<file path="config.mk">
export PLATFORM = sky130hd
export DESIGN_NAME = fill_regs
export DESIGN_NICKNAME = d
export VERILOG_FILES = /design/src/common/display_pkg.sv /design/src/source/fill_regs.sv
export SDC_FILE = /design/constraint.sdc
export NUM_CORES = 1
export LEC_CHECK = 0
export BUFFER_PORTS_ARGS = -buffer_cell sky130_fd_sc_hd__buf_4
export CORE_AREA = 8 8 118 66
export CTS_BUF_LIST = sky130_fd_sc_hd__clkbuf_4
export DETAILED_ROUTE_END_ITERATION = 7
export DIE_AREA = 0 0 126 74
export PLACE_DENSITY = 0.92
export SETUP_SLACK_MARGIN = 0.15
export SLEW_MARGIN = 40
export SYNTH_ARGS = -nofsm -noshare
export SYNTH_HDL_FRONTEND = slang
export SYNTH_SLANG_ARGS = --single-unit
</file>
<file path="constraint.sdc">
create_clock -name clk -period 1.9 [get_ports clk]
set_input_delay 0.285 -clock clk [delete_from_list [all_inputs] [get_ports clk]]
set_output_delay 0.285 -clock clk [all_outputs]
set_load 0.01 [all_outputs]
</file>
<file path="src/common/display_pkg.sv">
// frame geometry defaults, address-width helpers and the Wishbone register map.
// the 32-bit data bus limits BYTES_PER_PIXEL to at most 4.
`default_nettype none

package display_pkg;

    // default frame geometry, overridden from the top level.
    localparam int BYTES_PER_PIXEL = 3;
    localparam int PIXEL_WIDTH = 16;
    localparam int PIXEL_HEIGHT = 12;

    // bits needed for a column address. WIDTH and HEIGHT registers carry one bit more
    // so that a full-frame extent fits.
    function automatic int column_bits(input int width);
        return (width > 1) ? $clog2(width) : 1;
    endfunction

    function automatic int row_bits(input int height);
        return (height > 1) ? $clog2(height) : 1;
    endfunction

    // never below one bit, even for a single byte per pixel.
    function automatic int byte_sel_bits(input int bytes_per_pixel);
        return (bytes_per_pixel > 1) ? $clog2(bytes_per_pixel) : 1;
    endfunction

    // Wishbone word addresses.
    localparam logic [2:0] REG_X1 = 3'd0;
    localparam logic [2:0] REG_Y1 = 3'd1;
    localparam logic [2:0] REG_WIDTH = 3'd2;
    localparam logic [2:0] REG_HEIGHT = 3'd3;
    localparam logic [2:0] REG_COLOR = 3'd4;
    localparam logic [2:0] REG_CONTROL = 3'd5;
    localparam logic [2:0] REG_STATUS = 3'd6;

    localparam int CTRL_START_BIT = 0;
    localparam int CTRL_ACK_BIT = 1;

    localparam int STAT_BUSY_BIT = 0;
    localparam int STAT_DONE_BIT = 1;

endpackage

`default_nettype wire

</file>
<file path="src/source/fill_regs.sv">
// Wishbone classic slave for the fill registers; one ack per access, no wait states.
// CONTROL reads as zero and only turns writes into one-cycle start and ack pulses.
`timescale 1ns/1ps
`default_nettype none

module fill_regs #(
    parameter int BYTES_PER_PIXEL = display_pkg::BYTES_PER_PIXEL,
    parameter int PIXEL_WIDTH = display_pkg::PIXEL_WIDTH,
    parameter int PIXEL_HEIGHT = display_pkg::PIXEL_HEIGHT
) (
    input  wire logic clk,
    input  wire logic reset,
    input  wire logic wb_cyc,
    input  wire logic wb_stb,
    input  wire logic wb_we,
    input  wire logic [2:0] wb_adr,
    input  wire logic [31:0] wb_dat_w,
    input  wire logic busy,
    input  wire logic done,
    output logic wb_ack,
    output logic [31:0] wb_dat_r,
    output logic start,
    output logic ack,
    output logic [display_pkg::column_bits(PIXEL_WIDTH)-1:0] x1,
    output logic [display_pkg::row_bits(PIXEL_HEIGHT)-1:0] y1,
    output logic [display_pkg::column_bits(PIXEL_WIDTH):0] width,
    output logic [display_pkg::row_bits(PIXEL_HEIGHT):0] height,
    output logic [BYTES_PER_PIXEL*8-1:0] color
);
    import display_pkg::*;

    localparam int COL_W = column_bits(PIXEL_WIDTH);
    localparam int ROW_W = row_bits(PIXEL_HEIGHT);
    localparam int COLOR_W = BYTES_PER_PIXEL * 8;

    logic access;
    logic write;
    logic control_write;
    logic [31:0] read_word;

    // the ack goes out one cycle after a new strobe. The !wb_ack term keeps the
    // cycle in which the host is still dropping its strobe from starting a second access.
    assign access = wb_cyc && wb_stb && !wb_ack;
    assign write = access && wb_we;
    assign control_write = write && (wb_adr == REG_CONTROL);

    always_ff @(posedge clk) begin
        if (reset) begin
            wb_ack <= 1'b0;
            start <= 1'b0;
            ack <= 1'b0;
            x1 <= '0;
            y1 <= '0;
            width <= '0;
            height <= '0;
            color <= '0;
        end else begin
            wb_ack <= access;
            start <= control_write && wb_dat_w[CTRL_START_BIT];
            ack <= control_write && wb_dat_w[CTRL_ACK_BIT];
            if (write) begin
                case (wb_adr)
                    REG_X1: x1 <= wb_dat_w[COL_W-1:0];
                    REG_Y1: y1 <= wb_dat_w[ROW_W-1:0];
                    REG_WIDTH: width <= wb_dat_w[COL_W:0];
                    REG_HEIGHT: height <= wb_dat_w[ROW_W:0];
                    REG_COLOR: color <= wb_dat_w[COLOR_W-1:0];
                    default: ;
                endcase
            end
        end
    end

    // read data is zero-extended from the implemented register widths.
    always_comb begin
        read_word = '0;
        case (wb_adr)
            REG_X1: read_word = 32'(x1);
            REG_Y1: read_word = 32'(y1);
            REG_WIDTH: read_word = 32'(width);
            REG_HEIGHT: read_word = 32'(height);
            REG_COLOR: read_word = 32'(color);
            REG_STATUS: begin
                read_word[STAT_BUSY_BIT] = busy;
                read_word[STAT_DONE_BIT] = done;
            end
            default: read_word = '0;
        endcase
    end

    always_ff @(posedge clk) begin
        if (access) begin
            wb_dat_r <= read_word;
        end
    end

    // the host keeps its strobe up until it has seen the ack.
    a_ack_inside_cycle: assert property (
        @(posedge clk) disable iff (reset) wb_ack |-> (wb_cyc && wb_stb)
    );

endmodule

`default_nettype wire

</file>
==> flow_summary.json, run 1 <==
{
  "status": "finished clean",
  "p_sw_uw": 647.2,
  "drv_cap": 0,
  "post_cts_resized": 0,
  "power.internal_uw": 2193,
  "period_needed_ns": 1.621,
  "end_kind": "register",
  "yosys_warnings": 0,
  "antenna_cells": 0,
  "drc": 0,
  "seqCellArea_um2": 1622,
  "r2r_end": "y1[0]",
  "grt_start_max_net_pins": 69,
  "yosysUniqueCellTypes": 31,
  "placed_cells": 428,
  "worstPathRequired_ns": 2.17,
  "syn_avg_cell_area_um2": 11.33,
  "min_path_cells": 2,
  "multi_input_area_um2": 1225,
  "ys_seq_area_share_pct": 54.61,
  "std_cell_rows": 21,
  "grt_overflow_total": 0,
  "viasPerCell": 5.034,
  "synthesis.area_um2": 2969,
  "drt_first_pass_iters": 4,
  "postCtsHoldBufs": 0,
  "area_growth_pct": 31.73,
  "hpwlAfterDp_um": 5515,
  "cts_sinks": 69,
  "synth_seq_cells": 69,
  "fp.dieW_um": 126,
  "crit_path_start_kind": "register",
  "fin_ws_ns": 0.2793,
  "power.leakage_uw": 0.001709,
  "synth_top_cells_by_area": "dfxtp_1, edfxtp_1, nand2b_1",
  "final_cell_mix": "buf_4, nand2b_1, dfxtp_1",
  "p_comb_share_pct": 8.3,
  "finalHoldViolCount": 0,
  "grt_antenna_before_repair": 0,
  "gp_congestion": 0.7457,
  "hp-class": "in -> reg",
  "seqPwrFrac_pct": 55.0,
  "wire_per_inst_um": 16.98,
  "stdcell_count": 444,
  "clock.fmax_mhz": 617.0,
  "insertion_delay_ns": 0.39,
  "fin_nets": 401,
  "pre_cts_slack_ns": 0.3126,
  "setup_violations": 0,
  "p_per_area_nw_per_um2": 726.2,
  "maxSlewViolCount": 0,
  "htreeDepth": 3,
  "worstSetupPathType": "reg -> reg",
  "dieArea_um2": 9324,
  "sw_frac_of_total_pct": 22.78,
  "rr_worst_depth": 3,
  "finalCritPeriodShare_pct": 85.30,
  "clock_power_share_pct": 36.7,
  "whs_endpoint": "ack",
  "setup_tns_ns": 0,
  "worstPathArrival_ns": 1.89,
  "slew_headroom_pct": 66.47,
  "clkTransAtPathRegs_ns": 0.11,
  "worstMarginPinSlew_ns": 0.5029,
  "grt_setup_unrepaired": "no",
  "io_pins": 119,
  "ir_drop_mv": 0.4013,
  "grt_pass1_wl_um": 11790,
  "cts_buffer_depth": 2,
  "clock-root-buffer": "clkbuf_4",
  "min_from": "wb_dat_w[1]",
  "r2r_setup_slack_ns": 0.28,
  "cts_tree": "done",
  "postSynthCellCount": 262,
  "synth_top_area_share_pct": 30.34,
  "synth_top_area_cell": "dfxtp_1",
  "fp.coreArea_um2": 6254,
  "layout-drive-gt1-share_pct": 34.62,
  "critPathMaxFanout": 7,
  "initial_core_util_pct": 47.48,
  "mostFrequentLayoutCell": "buf_4",
  "r2r_start": "wb_ack",
  "cts_setup_buffers": 0,
  "grt_usage_pct": 16.06,
  "total_power_uw": 2840,
  "drtIter0Drc": 166,
  "vias": 2235,
  "grt_pass1_vias": 2317,
  "ant_nets": 0,
  "fp.dieH_um": 74,
  "final_util_pct": 62.54,
  "io_buffers": 102,
  "cts_buffers": 9,
  "clock_skew_ns": 0.01112,
  "routed_wl_um": 7539,
  "fill_cells": 554
}
## synth_stat cells (all sizes together)
cell type  count
mux2           1
mux4           1
edfxtp        24
conb           1
nor2           1
nand2b        48
nand4b        19
inv            1
a21oi          1
nand4          1
clkbuf        11
a211oi         1
nand2          4
nor3           2
a21o           1
mux2i         28
or3b           1
nor3b          3
o2bb2ai        2
buf           17
a32o           1
nand3          1
and3           1
and4b          1
o31ai          1
a221o          2
dfxtp         45
o21ai         20
and2          22
## cells by family after synthesis
group | count (synthesis) | synth area share, %
compound gates | 29 | 5.900
other cells | 1 | 0.1263
flops | 69 | 54.61
buf+inv | 29 | 5.310
simple gates | 104 | 23.47
mux | 30 | 10.58
## critical path, cell delays in order, from the launching register on
cell	delay (ns)
dfxtp_1	0.36
and4b_1	0.47
or3b_1	0.52
mux2i_1	0.16
## state kept, by name, summed over array words and instances, names as in the netlist
register and flops:
x1 4, width 5, start 1, ack 1, wb_dat_r 24, wb_ack 1, height 5, color 24
y1 4
## metrics by stage
step,hold slack [ns],area (um^2)
2_1_floorplan,0.4067,2998
3_3_place_gp,0.4706,3754
3_5_place_dp,0.4840,3754
4_1_cts,0.07510,3911
5_1_grt,0.06969,3911
6_report,0.1079,3911
## area by class of cell
class,instances,share of cell area [%]
Sequential cell,69,41.46
Inverter,1,0.09597
Clock inverter,7,2.303
Clock buffer,9,1.727
Multi-Input combinational cell,171,31.32
Tap cell,80,2.559
Timing Repair Buffer,107,20.54
## metal layers
metal	up-vias	GRT usage, %	wire, um
met5	-	0	0
met4	0	3.567	30
met3	5	7.010	634
met2	84	23.48	3190
met1	1042	21.52	3683
li1	1104	-	-
## worst max-delay path by stage
stage	from	to	slack, ns	depth (start not counted)
after global routing	wb_ack	height[1]	0.20	3
after CTS	wb_ack	y1[0]	0.28	3
after floorplan	wb_ack	y1[0]	0.49	5
after global placement	wb_ack	y1[1]	0.34	3
after detailed placement	wb_ack	y1[0]	0.31	3
final	wb_ack	y1[0]	0.28	3
## power by group through the flow
stage          Combinational (uW)  Clock [uW]  Sequential, uW
6_report                      237        1040            1560
5_1_grt                       256        1140            1560
4_1_cts                       238        1080            1560
3_5_place_dp                  237           0            1600
3_3_place_gp                  231           0            1590
2_1_floorplan                 111           0            1610
Note: power is estimated with default switching activity, not from simulation.
==> inputs of run 2 (changes only) <==
--- a/config.mk
+++ b/config.mk
@@ -6,11 +6,12 @@
 export NUM_CORES = 1
 export LEC_CHECK = 0
 export BUFFER_PORTS_ARGS = -buffer_cell sky130_fd_sc_hd__buf_4
-export CORE_AREA = 8 8 118 66
+export CORE_AREA = 8 8 121 67
 export CTS_BUF_LIST = sky130_fd_sc_hd__clkbuf_4
 export DETAILED_ROUTE_END_ITERATION = 7
-export DIE_AREA = 0 0 126 74
-export PLACE_DENSITY = 0.92
+export DIE_AREA = 0 0 129 75
+export PLACE_DENSITY = 0.89
+export RECOVER_POWER = 25
 export SETUP_SLACK_MARGIN = 0.15
 export SLEW_MARGIN = 40
 export SYNTH_ARGS = -nofsm -noshare
==> run 2 against run 1 <==
Against the previous run:
- final cell count grew 3.2%
- critical path depth unchanged
- via count fell by 0.27%
- clock power decreased by 11%
- largest power group unchanged
==> flow_summary.json, run 2 (synthesized netlist as in run 1, its figures left out) <==
{
  "status": "finished clean",
  "clkTransAtPathRegs_ns": 0.10,
  "grt_setup_unrepaired": "no",
  "final_util_pct": 60.54,
  "drv_cap": 0,
  "critPathMaxFanout": 7,
  "seqCellArea_um2": 1622,
  "clock_skew_ns": 0.01188,
  "clock.fmax_mhz": 620.0,
  "grt_antenna_before_repair": 0,
  "area_growth_pct": 31.27,
  "final_cell_mix": "buf_4, nand2b_1, dfxtp_1",
  "layout-drive-gt1-share_pct": 34.43,
  "sw_frac_of_total_pct": 22.20,
  "drc": 0,
  "io_buffers": 102,
  "setup_tns_ns": 0,
  "multi_input_area_um2": 1214,
  "top_regs": "color (24), wb_dat_r (24)",
  "postCtsHoldBufs": 0,
  "grt_pass1_wl_um": 11700,
  "fin_nets": 403,
  "fill_cells": 556,
  "viasPerCell": 4.867,
  "setup_violations": 0,
  "cts_setup_buffers": 0,
  "drt_first_pass_iters": 5,
  "p_comb_share_pct": 8.6,
  "fp.dieW_um": 129,
  "clock_power_share_pct": 34.1,
  "fp.dieH_um": 75,
  "insertion_delay_ns": 0.39,
  "crit_end": "y1[3]",
  "vias": 2229,
  "p_sw_uw": 605.3,
  "power.leakage_uw": 0.001696,
  "grt_usage_pct": 15.95,
  "mostFrequentLayoutCell": "buf_4",
  "stdcell_count": 458,
  "r2r_end": "y1[3]",
  "r2r_start": "wb_ack",
  "worstPathRequired_ns": 2.18,
  "worstMarginPinSlew_ns": 0.6691,
  "seqPwrFrac_pct": 57.3,
  "r2r_setup_slack_ns": 0.29,
  "ir_drop_mv": 0.6422,
  "antenna_cells": 0,
  "cts_buffer_depth": 2,
  "placed_cells": 442,
  "initial_core_util_pct": 46.12,
  "io_pins": 119,
  "ant_nets": 0,
  "finalCritPeriodShare_pct": 84.89,
  "std_cell_rows": 21,
  "hpwlAfterDp_um": 5750,
  "gp_congestion": 0.7713,
  "total_power_uw": 2726,
  "routed_wl_um": 7709,
  "slew_headroom_pct": 55.39,
  "crit_path_start_kind": "register",
  "hp-class": "in -> reg",
  "grt_pass1_vias": 2236,
  "cts_buffers": 9,
  "fp.coreArea_um2": 6437,
  "htreeDepth": 3,
  "end_kind": "register",
  "p_per_area_nw_per_um2": 699.5,
  "finalHoldViolCount": 0,
  "power.internal_uw": 2121,
  "worstPathArrival_ns": 1.90,
  "rr_worst_depth": 3,
  "grt_start_max_net_pins": 53,
  "post_cts_resized": 0,
  "crit_start": "wb_ack",
  "maxSlewViolCount": 0,
  "cts_tree": "done",
  "period_needed_ns": 1.613,
  "drtIter0Drc": 120,
  "dieArea_um2": 9675,
  "worstSetupPathType": "reg -> reg",
  "clock-root-buffer": "clkbuf_4",
  "grt_overflow_total": 0,
  "cts_sinks": 69,
  "hold_slack_ns": 0.1044,
  "wire_per_inst_um": 16.83
}
[run 2: per-stage QoR]
stage / area [um^2] / worst slack (ns)
finish: 3897 / 0.2871
global route: 3897 / 0.1763
CTS: 3920 / 0.2751
detailed placement: 3784 / 0.2884
global placement: 3784 / 0.3537
floorplan: 2998 / 0.4855
[run 2: power by group through the flow]
stage	Combinational, uW	Clock (uW)	Sequential, uW
3_5_place_dp	241	0	1600
6_report	235	929	1560
2_1_floorplan	111	0	1610
5_1_grt	254	1030	1570
3_3_place_gp	237	0	1590
4_1_cts	241	971	1560
[run 2: worst min path at each step]
stage	from	end	slack, ns	cells past startpoint
after CTS	wb_dat_w[1]	ack	0.06	2
final	wb_dat_w[0]	start	0.10	2
after global placement	color[13]	color[13]	0.47	2
after floorplan	wb_dat_w[1]	ack	0.41	1
after detailed placement	color[18]	color[18]	0.48	2
after global routing	wb_dat_w[0]	start	0.06	2
[run 2: critical path, cell delays in order, from the launching register on]
cell,delay [ns]
dfxtp_1,0.36
and4b_1,0.46
or3b_1,0.52
mux2i_1,0.17
[run 2: area by class of cell]
class | count | share of cell area, %
Sequential cell | 69 | 41.61
Multi-Input combinational cell | 171 | 31.14
Timing Repair Buffer | 109 | 20.71
Tap cell | 92 | 2.953
Clock buffer | 13 | 2.504
Clock inverter | 3 | 0.9952
Inverter | 1 | 0.09631
[run 2: per-layer routing]
layer  GRT usage, %  part of all wire, %  up-vias
met5              0                    0        -
met4          5.806                 0.18        0
met3          8.127                   11        2
met2          21.95                   41       79
met1          20.84                   47     1044
li1               -                    -     1104
