$ cat config.mk
export PLATFORM = sky130hd
export DESIGN_NAME = fillarea_engine
export DESIGN_NICKNAME = d
export VERILOG_FILES = /design/src/common/display_pkg.sv /design/src/fillarea/fillarea_engine.sv
export SDC_FILE = /design/constraint.sdc
export NUM_CORES = 1
export LEC_CHECK = 0
export BUFFER_PORTS_ARGS = -buffer_cell sky130_fd_sc_hd__clkbuf_2
export CAP_MARGIN = 20
export CORE_ASPECT_RATIO = 0.7
export CORE_MARGIN = 5
export CORE_UTILIZATION = 53
export CTS_CLUSTER_SIZE = 20
export DETAILED_ROUTE_END_ITERATION = 7
export HOLD_SLACK_MARGIN = 0.1
export PLACE_DENSITY = 0.83
export SLEW_MARGIN = 20
export SYNTH_ARGS = -nofsm -noshare
export SYNTH_HDL_FRONTEND = slang
export SYNTH_SLANG_ARGS = --single-unit
$ cat constraint.sdc
create_clock -name clk -period 2.3 [get_ports clk]
set_input_delay 0.46 -clock clk [delete_from_list [all_inputs] [get_ports clk]]
set_output_delay 0.46 -clock clk [all_outputs]
set_load 0.01 [all_outputs]
$ cat src/common/display_pkg.sv
// frame geometry defaults, address-width helpers and the Wishbone register map.
// the 32-bit data bus limits BYTES_PER_PIXEL to at most 4.
`default_nettype none

package display_pkg;

    // default frame geometry, overridden from the top level.
    localparam int BYTES_PER_PIXEL = 3;
    localparam int PIXEL_WIDTH = 16;
    localparam int PIXEL_HEIGHT = 12;

    // bits needed for a column address. WIDTH and HEIGHT registers carry one bit more
    // so that a full-frame extent fits.
    function automatic int column_bits(input int width);
        return (width > 1) ? $clog2(width) : 1;
    endfunction

    function automatic int row_bits(input int height);
        return (height > 1) ? $clog2(height) : 1;
    endfunction

    // never below one bit, even for a single byte per pixel.
    function automatic int byte_sel_bits(input int bytes_per_pixel);
        return (bytes_per_pixel > 1) ? $clog2(bytes_per_pixel) : 1;
    endfunction

    // Wishbone word addresses.
    localparam logic [2:0] REG_X1 = 3'd0;
    localparam logic [2:0] REG_Y1 = 3'd1;
    localparam logic [2:0] REG_WIDTH = 3'd2;
    localparam logic [2:0] REG_HEIGHT = 3'd3;
    localparam logic [2:0] REG_COLOR = 3'd4;
    localparam logic [2:0] REG_CONTROL = 3'd5;
    localparam logic [2:0] REG_STATUS = 3'd6;

    localparam int CTRL_START_BIT = 0;
    localparam int CTRL_ACK_BIT = 1;

    localparam int STAT_BUSY_BIT = 0;
    localparam int STAT_DONE_BIT = 1;

endpackage

`default_nettype wire

$ cat src/fillarea/fillarea_engine.sv
// rectangle fill, one byte per clock from the bottom-right pixel back to the top-left.
// no clipping: width and height are at least 1 and the rectangle lies inside the frame.
`timescale 1ns/1ps
`default_nettype none

module fillarea_engine #(
    parameter int BYTES_PER_PIXEL = display_pkg::BYTES_PER_PIXEL,
    parameter int PIXEL_WIDTH = display_pkg::PIXEL_WIDTH,
    parameter int PIXEL_HEIGHT = display_pkg::PIXEL_HEIGHT
) (
    input  wire logic clk,
    input  wire logic reset,
    input  wire logic start,
    input  wire logic ack,
    input  wire logic [display_pkg::column_bits(PIXEL_WIDTH)-1:0] x1,
    input  wire logic [display_pkg::row_bits(PIXEL_HEIGHT)-1:0] y1,
    input  wire logic [display_pkg::column_bits(PIXEL_WIDTH):0] width,
    input  wire logic [display_pkg::row_bits(PIXEL_HEIGHT):0] height,
    input  wire logic [BYTES_PER_PIXEL*8-1:0] color,
    output logic write_enable,
    output logic [display_pkg::row_bits(PIXEL_HEIGHT)-1:0] row,
    output logic [display_pkg::column_bits(PIXEL_WIDTH)-1:0] column,
    output logic [display_pkg::byte_sel_bits(BYTES_PER_PIXEL)-1:0] byte_sel,
    output logic [7:0] data_out,
    output logic busy,
    output logic done
);
    import display_pkg::*;

    localparam int COL_W = column_bits(PIXEL_WIDTH);
    localparam int ROW_W = row_bits(PIXEL_HEIGHT);
    localparam int SEL_W = byte_sel_bits(BYTES_PER_PIXEL);
    localparam logic [SEL_W-1:0] TOP_SEL = SEL_W'(BYTES_PER_PIXEL - 1);

    typedef enum logic [1:0] {
        STATE_IDLE,
        STATE_FILL,
        STATE_DONE
    } fill_state_t;

    fill_state_t state;

    // operands held for the whole fill, so register writes meanwhile do no harm.
    logic [COL_W-1:0] x1_q;
    logic [ROW_W-1:0] y1_q;
    logic [COL_W-1:0] col_last_q;
    logic [BYTES_PER_PIXEL*8-1:0] color_q;

    logic [COL_W:0] x_end;
    logic [ROW_W:0] y_end;
    logic accept;
    logic last_byte;
    logic [SEL_W-1:0] next_sel;

    assign x_end = {1'b0, x1} + width;
    assign y_end = {1'b0, y1} + height;
    assign accept = start && (state == STATE_IDLE);
    assign last_byte = (row == y1_q) && (column == x1_q) && (byte_sel == '0);
    assign next_sel = (byte_sel == '0) ? TOP_SEL : byte_sel - 1'b1;

    assign write_enable = (state == STATE_FILL);
    assign busy = (state == STATE_FILL);
    assign done = (state == STATE_DONE);

    always_ff @(posedge clk) begin
        if (reset) begin
            state <= STATE_IDLE;
        end else begin
            case (state)
                STATE_IDLE: if (accept) state <= STATE_FILL;
                STATE_FILL: if (last_byte) state <= STATE_DONE;
                STATE_DONE: if (ack) state <= STATE_IDLE;
                default: state <= STATE_IDLE;
            endcase
        end
    end

    // the first write address and byte are loaded on the start edge itself.
    always_ff @(posedge clk) begin
        if (accept) begin
            x1_q <= x1;
            y1_q <= y1;
            col_last_q <= COL_W'(x_end - 1'b1);
            color_q <= color;
            row <= ROW_W'(y_end - 1'b1);
            column <= COL_W'(x_end - 1'b1);
            byte_sel <= TOP_SEL;
            data_out <= color[8*(BYTES_PER_PIXEL-1) +: 8];
        end else if ((state == STATE_FILL) && !last_byte) begin
            byte_sel <= next_sel;
            data_out <= color_q[8*int'(next_sel) +: 8];
            if (byte_sel == '0) begin
                if (column == x1_q) begin
                    column <= col_last_q;
                    row <= row - 1'b1;
                end else begin
                    column <= column - 1'b1;
                end
            end
        end
    end

    // the frame memory has no bounds check of its own.
    a_write_in_frame: assert property (
        @(posedge clk) disable iff (reset)
        write_enable |-> (row < PIXEL_HEIGHT) && (column < PIXEL_WIDTH)
                         && (byte_sel < BYTES_PER_PIXEL)
    );

    // the walk never leaves the rectangle captured at the start.
    a_write_in_rectangle: assert property (
        @(posedge clk) disable iff (reset)
        write_enable |-> (row >= y1_q) && (column >= x1_q) && (column <= col_last_q)
    );

endmodule

`default_nettype wire

==> summary.txt, run 1 <==
Min path
  – Worst Hold Class: primary input to flop

Timing
  – Setup Skew: 0.00511 ns
  – Period utilization: 0.898
  – RSZ-0062 raised after global routing: no
  – Final setup fails: 0
  – Fin crit period: 2.07 ns
  – Count of pins over their slew limit: 0
  – Slew @ Worst Pin: ~0.62 ns
  – Hold Vio Cnt, Final: 0
  – Slew headroom: 0.583
  – Setup TNS: 0 ns
  – Hold slack: 0.331 ns
  – Fmax: 484 MHz

Yosys
  – Syn nets: 278
  – XOR/XNOR Fraction of Synth Area: 0.0588
  – Synth Instances: 218
  – Sequential share of the synthesized area: 0.613
  – #FFs+latches synth: 56
  – Synth area leader: edfxtp_1
  – Synth warnings: 0
  – Cell variety after synth: 29
  – Synth top area share: 0.583
  – Post-synth EDFFs: 52
  – Most used DFF post-synth: edfxtp_1
  – Avg Inst Size Synth: roughly 12 um^2
  – Most area-consuming cells after synthesis: edfxtp_1, ha_1, mux2i_1
  – Netlist Area Pre-Place: approximately 2700 um^2
  – Compound-Gate Fraction of Synth Area: 0.0714
  – FFs w/ async S/R, synth: 0
  – Post-synthesis mux area share: 0.0411
  – Main combinational cell family by area after synthesis: simple AND/OR/NAND/NOR gates
  – Post-Synth Simple-Gate Area: 0.0878
  – Post-Synth Adder-Cell Area: 0.0710

GRT
  – Tot GR Track Use: 0.160
  – Initial antenna violation count: 0
  – First-pass GRT wire length: 8150 um
  – Largest net degree at the start of global routing: 25
  – Number of global-route vias before repair: approximately 1700
  – GRT Residual Overflow: 0

Final layout
  – Nets@finish: between 300 and 400
  – Fill cells: 383
  – Diodes inserted: 0
  – Area Growth Syn to Fin: 20.8%
  – Layout cell share with drive strength beyond 1: 0.299
  – Final Non-Filler Cells: 360
  – Post-Route Utilization: 0.670

Clock tree
  – Clk Latency, worst-skew pair: 0.30 ns
  – Clock transition at the registers of the reported paths: approximately 0.090 ns
  – CTS HTree Levels: 2
  – Setup Buffers After CTS: 0
  – CTS tree: built
  – CTS buffer count: 5
  – Sink Count: 56
  – Cts hold-fix bufs: 0
  – Clk root buf: clkbuf_8
  – Post_cts resized: 0
  – Clock buffer depth: 2

Critical path
  – Startpoint type of the worst setup path: flop
  – CP arrival: 2.09 ns
  – Setup CP Type: flop to flop
  – Crit. End Element: flop
  – CP Data Required Time: 2.32 ns
  – Worst-path fanout max: 5

Power and ir drop
  – LEAKAGE: approximately 1.4 nW
  – Total Power: 2.64 mW
  – Pwr Density: slightly above 800 nW/um^2
  – Max IR drop VDD: 0.460 mV

Floorplan
  – Die area: 6600 um^2
  – Die Y: between 60 and 70 um
  – Die width: 95.0 um
  – FP Rows: 21
  – Starting Density: 0.554
  – Core area: 4830 um^2
  – I/O pins: 67

Route
  – Via-to-Cell Ratio: 4.91
  – Via count: between 1500 and 2000
  – Initial DRC Count: 93
  – DR pass1 iterations: 4
  – DRT antenna net count: 0
  – Routed WL: 4990 um
  – Avg WL per Cell: 13.9 um
  – DRC viols: 0

Placed design
  – Hpwl dp: 3920 um
  – RD Place Congestion: 0.767
  – PortBufs: 64
  – Placed cell count: 352

Outcome
  – Outcome: completed

Run
  – Max Cap Viol: 0
[through the flow]
| step | setup slack (ns) | instance area [um^2] |
|---|---|---|
| 6_report | 0.235 | 3240 |
| 5_1_grt | 0.0963 | 3240 |
| 4_1_cts | 0.232 | 3240 |
| 3_5_place_dp | 0.119 | 3120 |
| 3_3_place_gp | 0.152 | 3120 |
| 2_1_floorplan | 0.224 | 2680 |
[worst max-delay path: stages (launching register included)]
cell and delay, ns:
edfxtp_1 0.48, xor2_1 0.21, nor4_2 0.53, or2b_1 0.27, o21ai_0 0.15, buf_4 0.16
[state kept, by name, indices dropped and copies added (netlist names), 4 cells and up]
| name | count |
|---|---|
| col_last_q | 4 |
| color_q | 24 |
| column | 4 |
| data_out | 8 |
| row | 4 |
| x1_q | 4 |
| y1_q | 4 |
[placed cells by master, fill, tap and decap left out, drive strengths merged, types with 2 or more instances in the layout]
cell,netlist,routed
and3,2,2
o21ai,6,6
nand2,8,8
nor4,2,2
xnor2,6,6
ha,12,12
nor3,2,2
buf,5,10
and2,2,2
fa,2,2
a31oi,3,3
clkbuf,4,70
nor2,26,26
xor2,12,12
edfxtp,52,52
nor2b,3,3
dfxtp,4,4
mux2i,11,11
inv,29,29
a21oi,20,20
[cell families after synthesis]
family	count (synthesis)
buffers and inverters	38
XOR/XNOR	18
multiplexers	11
AND/OR/NAND/NOR	48
adder cells (fa/ha/maj)	14
flip-flops	56
AO/OA/AOI/OAI	33
[layout make-up]
class	instances	area, um^2	share of cell area
flip-flops and latches	56	1640	0.507
inverters	29	109	0.0336
multi-input cells	124	885	0.273
well taps	69	86.3	0.0267
clock inverters	2	38.8	0.0120
repair buffers	74	395	0.122
clock buffers	6	82.6	0.0255
[cell usage after synthesis, drive strengths merged, types with 2 or more instances]
cell / n
inv: 29
xnor2: 6
a21oi: 20
clkbuf: 4
edfxtp: 52
ha: 12
nor2b: 3
and2: 2
nand2: 8
nor4: 2
a31oi: 3
fa: 2
nor3: 2
dfxtp: 4
o21ai: 6
and3: 2
xor2: 12
mux2i: 11
buf: 5
nor2: 26
[power by group]
group	internal [mW]	total [mW]	switching, mW	leakage [nW]
sequential	1.26	1.32	0.0616	0.533
combinational	0.289	0.659	0.370	0.844
clock	0.356	0.658	0.302	0.0614
total	1.90	2.64	0.734	1.44
[worst paths after layout]
kind                               from                        to  slack, ns  cells past startpoint
setup / recovery    column[0]$_DFFE_PP_          row[1]$_DFFE_PP_       0.23                      5
hold / removal                color[13]     color_q[13]$_DFFE_PP_       0.33                      1
setup reg to reg    column[0]$_DFFE_PP_          row[1]$_DFFE_PP_       0.23                      5
hold reg to reg   state[0]$_SDFFE_PP0P_  byte_sel[1]$_SDFFE_PP1P_       0.60                      1
[metal layers]
layer	track usage	vias to the layer above	part of all wire	wire, um
met4	0.0432	0	0.014	72
li1	-	892	-	-
met2	0.249	48	0.48	2400
met3	0.0456	6	0.054	272
met5	0	-	0	0
met1	0.218	822	0.45	2250
(Power assumes the default switching activity.)
==> inputs of run 2 (changes only) <==
BUFFER_PORTS_ARGS = not set   (was -buffer_cell sky130_fd_sc_hd__clkbuf_2)
CORE_UTILIZATION = 62   (was 53)
DONT_BUFFER_PORTS = 1   (was not set)
PLACE_DENSITY = 0.81   (was 0.83)
clock period = 2.1 ns   (was 2.3 ns; I/O delays follow)
==> run 2 against run 1 <==
Effect of this change:
- fmax rose by 7.8%
- final cell count fell by 20%
- sequential share of layout area rose by 5.4 points
- final area fell by 9.6%
- critical path type unchanged
==> summary.txt, run 2 (synthesized netlist as in run 1, its figures left out) <==
GRT
  – Tot GR Track Use: 0.168
  – Busiest layer in global routing: met2
  – Initial antenna violation count: 0
  – GRT met2 Usage: 0.247
  – Number of global-route vias before repair: 1492
  – First-pass GRT wire length: just over 7000 um
  – GR Layer Usage met1: 0.241
  – Met3 usage: 0.0572
  – Largest net degree at the start of global routing: 30
  – GRT Residual Overflow: 0

Timing
  – Hold Vio Cnt, Final: 0
  – Slew headroom: 0.744
  – RSZ-0062 raised after global routing: no
  – Hold slack: approximately 0.18 ns
  – Final setup fails: 0
  – Fin crit period: 1.92 ns
  – Setup TNS: 0 ns
  – Setup Skew: ~0.0066 ns
  – Count of pins over their slew limit: 0
  – Fmax: 522 MHz
  – Slew @ Worst Pin: 0.381 ns
  – Period utilization: 0.912

Final layout
  – Area Growth Syn to Fin: 9.24%
  – Most frequent cells in the layout: edfxtp_1, inv_1, nor2_1
  – Biggest regs: color_q x24, data_out x8
  – Flip-flop count of the largest register after layout: 24
  – Nets@finish: 292
  – Diodes inserted: 0
  – Biggest register: color_q
  – Fill cells: around 320
  – Layout cell share with drive strength beyond 1: 0.124
  – Final instance area: about 2900 um^2
  – Commonest non-fill, non-tap cell in the layout: edfxtp_1

Route
  – Initial DRC Count: between 100 and 150
  – DRT antenna net count: 0
  – DRC viols: 0
  – Avg WL per Cell: 15.7 um
  – Routed WL: 4530 um
  – DR pass1 iterations: 4
  – Via count: 1521
  – Via-to-Cell Ratio: between 5 and 6

Placed design
  – Hpwl dp: 3520 um
  – PortBufs: 0
  – RD Place Congestion: 0.779
  – Placed standard-cell area: 2840 um^2

Clock tree
  – Sink Count: 56
  – Clk root buf: clkbuf_8
  – Setup Buffers After CTS: 0
  – CTS buffer count: 5
  – Clock buffer depth: 2
  – CTS HTree Levels: 2
  – Post_cts resized: 0
  – Cts hold-fix bufs: 0
  – Clock transition at the registers of the reported paths: 0.10 ns
  – CTS tree: built
  – Clk Latency, worst-skew pair: 0.30 ns

Min path
  – Hold path cells: 1
  – Worst Hold Class: primary input to flop

Critical path
  – Crit. End Element: flop
  – Reg2reg path depth: 6
  – CP Data Required Time: 2.16 ns
  – Startpoint type of the worst setup path: flop
  – CP arrival: 1.98 ns
  – Worst-path fanout max: 8
  – Setup CP Type: flop to flop

Floorplan
  – Core area: 4250 um^2
  – I/O pins: 67
  – Die width: 88.6 um
  – Die Y: 65.0 um
  – Starting Density: 0.630
  – Die area: roughly 5800 um^2
  – FP Rows: 20

Power and ir drop
  – LEAKAGE: 1.19 nW
  – Max IR drop VDD: approximately 0.6 mV
  – Total Power: roughly 2.7 mW
  – Pwr Density: around 920 nW/um^2

Run
  – Max Cap Viol: 0

Outcome
  – Outcome: completed
[run 2: layout make-up]
class                           count  area, um^2  share of cell area
Clock buffer                        5        68.8              0.0235
Clock inverter                      3        22.5             0.00769
Inverter                           29         109              0.0372
Multi-Input combinational cell    124         885               0.302
Sequential cell                    56        1640               0.561
Tap cell                           55        68.8              0.0235
Timing Repair Buffer               16         133              0.0453
[run 2: worst max-delay path, stage by stage (launching register included)]
cell	delay [ns]
edfxtp_1	0.49
xor2_1	0.19
nor4_2	0.34
buf_4	0.21
and3_1	0.16
o21ai_0	0.09
buf_4	0.20
[run 2: metal layers]
metal	vias to the layer above	routed length (um)
met5	-	0
met4	0	33
met3	2	400
met2	61	2050
met1	683	2040
li1	775	-
[run 2: final timing paths]
| kind | from | end | slack, ns |
|---|---|---|---|
| worst max-delay path | column[3]$_DFFE_PP_ | data_out[1]$_DFFE_PP_ | 0.18 |
| worst min register to register | byte_sel[1]$_SDFFE_PP1P_ | byte_sel[1]$_SDFFE_PP1P_ | 0.55 |
| worst min-delay path | reset | state[1]$_SDFFE_PP0P_ | 0.18 |
| worst max register to register | column[3]$_DFFE_PP_ | data_out[1]$_DFFE_PP_ | 0.18 |
[run 2: power by group]
group	internal (mW)	total, mW	switching [mW]
registers	1.38	1.47	0.0850
logic	0.276	0.637	0.361
clock network	0.240	0.578	0.339
total	1.90	2.68	0.784
[run 2: per-stage QoR]
step | instances | util | worst slack, ns
final | 288 | 0.688 | 0.184
after global routing | 288 | 0.688 | 0.110
after CTS | 288 | 0.688 | 0.168
after detailed placement | 280 | 0.667 | 0.0676
after global placement | 280 | 0.667 | 0.0972
after floorplan | 218 | - | 0.0240
==> inputs of run 3 (changes only) <==
CORE_MARGIN = 2   (was 5)
CORE_UTILIZATION = 65   (was 62)
CTS_BUF_LIST = sky130_fd_sc_hd__clkbuf_4 sky130_fd_sc_hd__clkbuf_8   (was not set)
PLACE_DENSITY = 0.84   (was 0.81)
==> run 3 against run 2 <==
Effect of this change:
- clock power up 2%
- final area down 0.26%
- combinational power down 3%
- final cell count down 1.4%
- setup slack about the same
- first-iteration DRC count down 10%
- critical path type unchanged
- critical endpoint is now column[0]$_DFFE_PP_
- highest routed layer unchanged
==> summary.txt, run 3 (synthesized netlist as in run 1, its figures left out) <==
Outcome
  – Outcome: completed

Final layout
  – Most frequent cells in the layout: edfxtp_1, inv_1, nor2_1
  – Nets@finish: a little under 300
  – Area Growth Syn to Fin: 8.96%
  – Biggest regs: color_q x24, data_out x8
  – Layout cell share with drive strength beyond 1: 0.121
  – Commonest non-fill, non-tap cell in the layout: edfxtp_1
  – Reg area: 1640 um^2
  – Flip-flop count of the largest register after layout: 24
  – Area of the multi-input gates: 885 um^2
  – Diodes inserted: 0
  – Biggest register: color_q
  – Fill cells: 272

Clock tree
  – Setup Buffers After CTS: 0
  – CTS HTree Levels: 2
  – CTS tree: built
  – Cts hold-fix bufs: 0
  – Clock buffer depth: 2
  – CTS buffer count: 5
  – Sink Count: 56
  – Clock transition at the registers of the reported paths: ~0.1 ns
  – Clk root buf: clkbuf_8
  – Clk Latency, worst-skew pair: 0.30 ns
  – Post_cts resized: 0

Critical path
  – Worst-path fanout max: 6
  – CP arrival: 1.99 ns
  – Delay-heaviest family, CP: simple AND/OR/NAND/NOR gates
  – Startpoint type of the worst setup path: flop
  – Setup CP Type: flop to flop
  – CP Data Required Time: 2.17 ns
  – Crit. End Element: flop
  – Max stage delay cell, worst path: edfxtp_1
  – Max stage delay on crit path: 0.42 ns
  – Crit-path cells: xor2_1, nor4_2, buf_4, and3_1, o21ai_0, buf_4
  – Cell repeated most along the worst path: buf_4
  – Worst path buffer plus inverter count: 2

GRT
  – GRT Residual Overflow: 0
  – Number of global-route vias before repair: 1595
  – First-pass GRT wire length: between 7000 and 8000 um
  – Largest net degree at the start of global routing: 28
  – Tot GR Track Use: 0.218
  – Initial antenna violation count: 0

Floorplan
  – Die width: 80.8 um
  – Die Y: 57.7 um
  – Starting Density: 0.679
  – Core area: between 3000 and 4000 um^2
  – FP Rows: 19
  – I/O pins: 67
  – Die area: about 4700 um^2

Power and ir drop
  – Max IR drop VDD: around 0.83 mV
  – Pwr Density: 918 nW/um^2
  – Gate power share: 0.231
  – Total Power: 2.68 mW
  – LEAKAGE: 1.19 nW
  – Net switching power figure: 789 uW
  – Sequential power share: 0.549
  – Switching Share: 0.294
  – Pint: between 1.5 and 2 mW
  – Clk pwr share: 0.219

Timing
  – Setup Skew: 0.00648 ns
  – Count of pins over their slew limit: 0
  – Slew @ Worst Pin: around 0.44 ns
  – Fmax: approximately 520 MHz
  – Fin crit period: 1.92 ns
  – Hold Vio Cnt, Final: 0
  – Slew headroom: 0.706
  – RSZ-0062 raised after global routing: no
  – Final setup fails: 0
  – Period utilization: 0.912
  – Hold slack: 0.188 ns
  – Setup TNS: 0 ns

Run
  – Max Cap Viol: 0

Placed design
  – RD Place Congestion: 0.846
  – Hpwl dp: 3480 um
  – PortBufs: 0

Min path
  – Worst Hold Class: primary input to flop

Route
  – Via count: 1546
  – Avg WL per Cell: 16.2 um
  – Routed WL: 4600 um
  – DRT antenna net count: 0
  – DR pass1 iterations: 4
  – Via-to-Cell Ratio: 5.44
  – DRC viols: 0
  – Initial DRC Count: about 130
[run 3: cell count changes in the layout (fill, tap and decap cells not counted)]
cell      change
buf_4         -1
clkinv_4      +1
clkinv_2      -1
[run 3: per-stage QoR]
stage | std cells | util | setup WS, ns | instance area, um^2
final | 284 | 0.740 | 0.185 | 2920
after detailed placement | 276 | 0.716 | 0.0522 | 2830
after CTS | 284 | 0.740 | 0.178 | 2920
after global routing | 284 | 0.740 | 0.0394 | 2920
after floorplan | 218 | - | 0.0240 | 2680
after global placement | 276 | 0.716 | 0.106 | 2830
[run 3: worst reg2reg max path, delay by kind of cell (launching register included)]
family | cells | cell delay [ns]
flip-flops | 1 | 0.42
XOR/XNOR | 1 | 0.19
AND/OR/NAND/NOR | 2 | 0.59
buffers and inverters | 2 | 0.39
AO/OA/AOI/OAI | 1 | 0.10
[run 3: routing by layer]
metal	vias up	wire [um]	global-route usage	share of wire
met5	-	0	0	0
met4	0	23	0.0557	0.0050
met3	4	333	0.0639	0.072
met2	63	2300	0.374	0.50
met1	706	1940	0.278	0.42
li1	773	-	-	-
[run 3: power groups by stage]
stage | Sequential [mW] | Clock, mW | Combinational [mW]
2_1_floorplan | 1.49 | 0 | 0.452
3_3_place_gp | 1.49 | 0 | 0.588
3_5_place_dp | 1.50 | 0 | 0.613
4_1_cts | 1.47 | 0.600 | 0.619
5_1_grt | 1.49 | 0.641 | 0.694
6_report | 1.47 | 0.588 | 0.620
[run 3: cell type report]
class / count / share of cell area
clock buffers: 5 / 0.0236
clock inverters: 3 / 0.00900
inverters: 29 / 0.0373
multi-input cells: 124 / 0.303
flip-flops and latches: 56 / 0.562
well taps: 52 / 0.0223
repair buffers: 15 / 0.0428
[run 3: worst paths after layout]
| path | depth (start not counted) | to | startpoint | slack, ns |
|---|---|---|---|---|
| worst min-delay path | 1 | state[1]$_SDFFE_PP0P_ | reset | 0.19 |
| worst max register to register | 6 | column[0]$_DFFE_PP_ | x1_q[1]$_DFFE_PP_ | 0.18 |
| worst min register to register | 1 | byte_sel[1]$_SDFFE_PP1P_ | state[0]$_SDFFE_PP0P_ | 0.59 |
| worst max-delay path | 6 | column[0]$_DFFE_PP_ | x1_q[1]$_DFFE_PP_ | 0.18 |
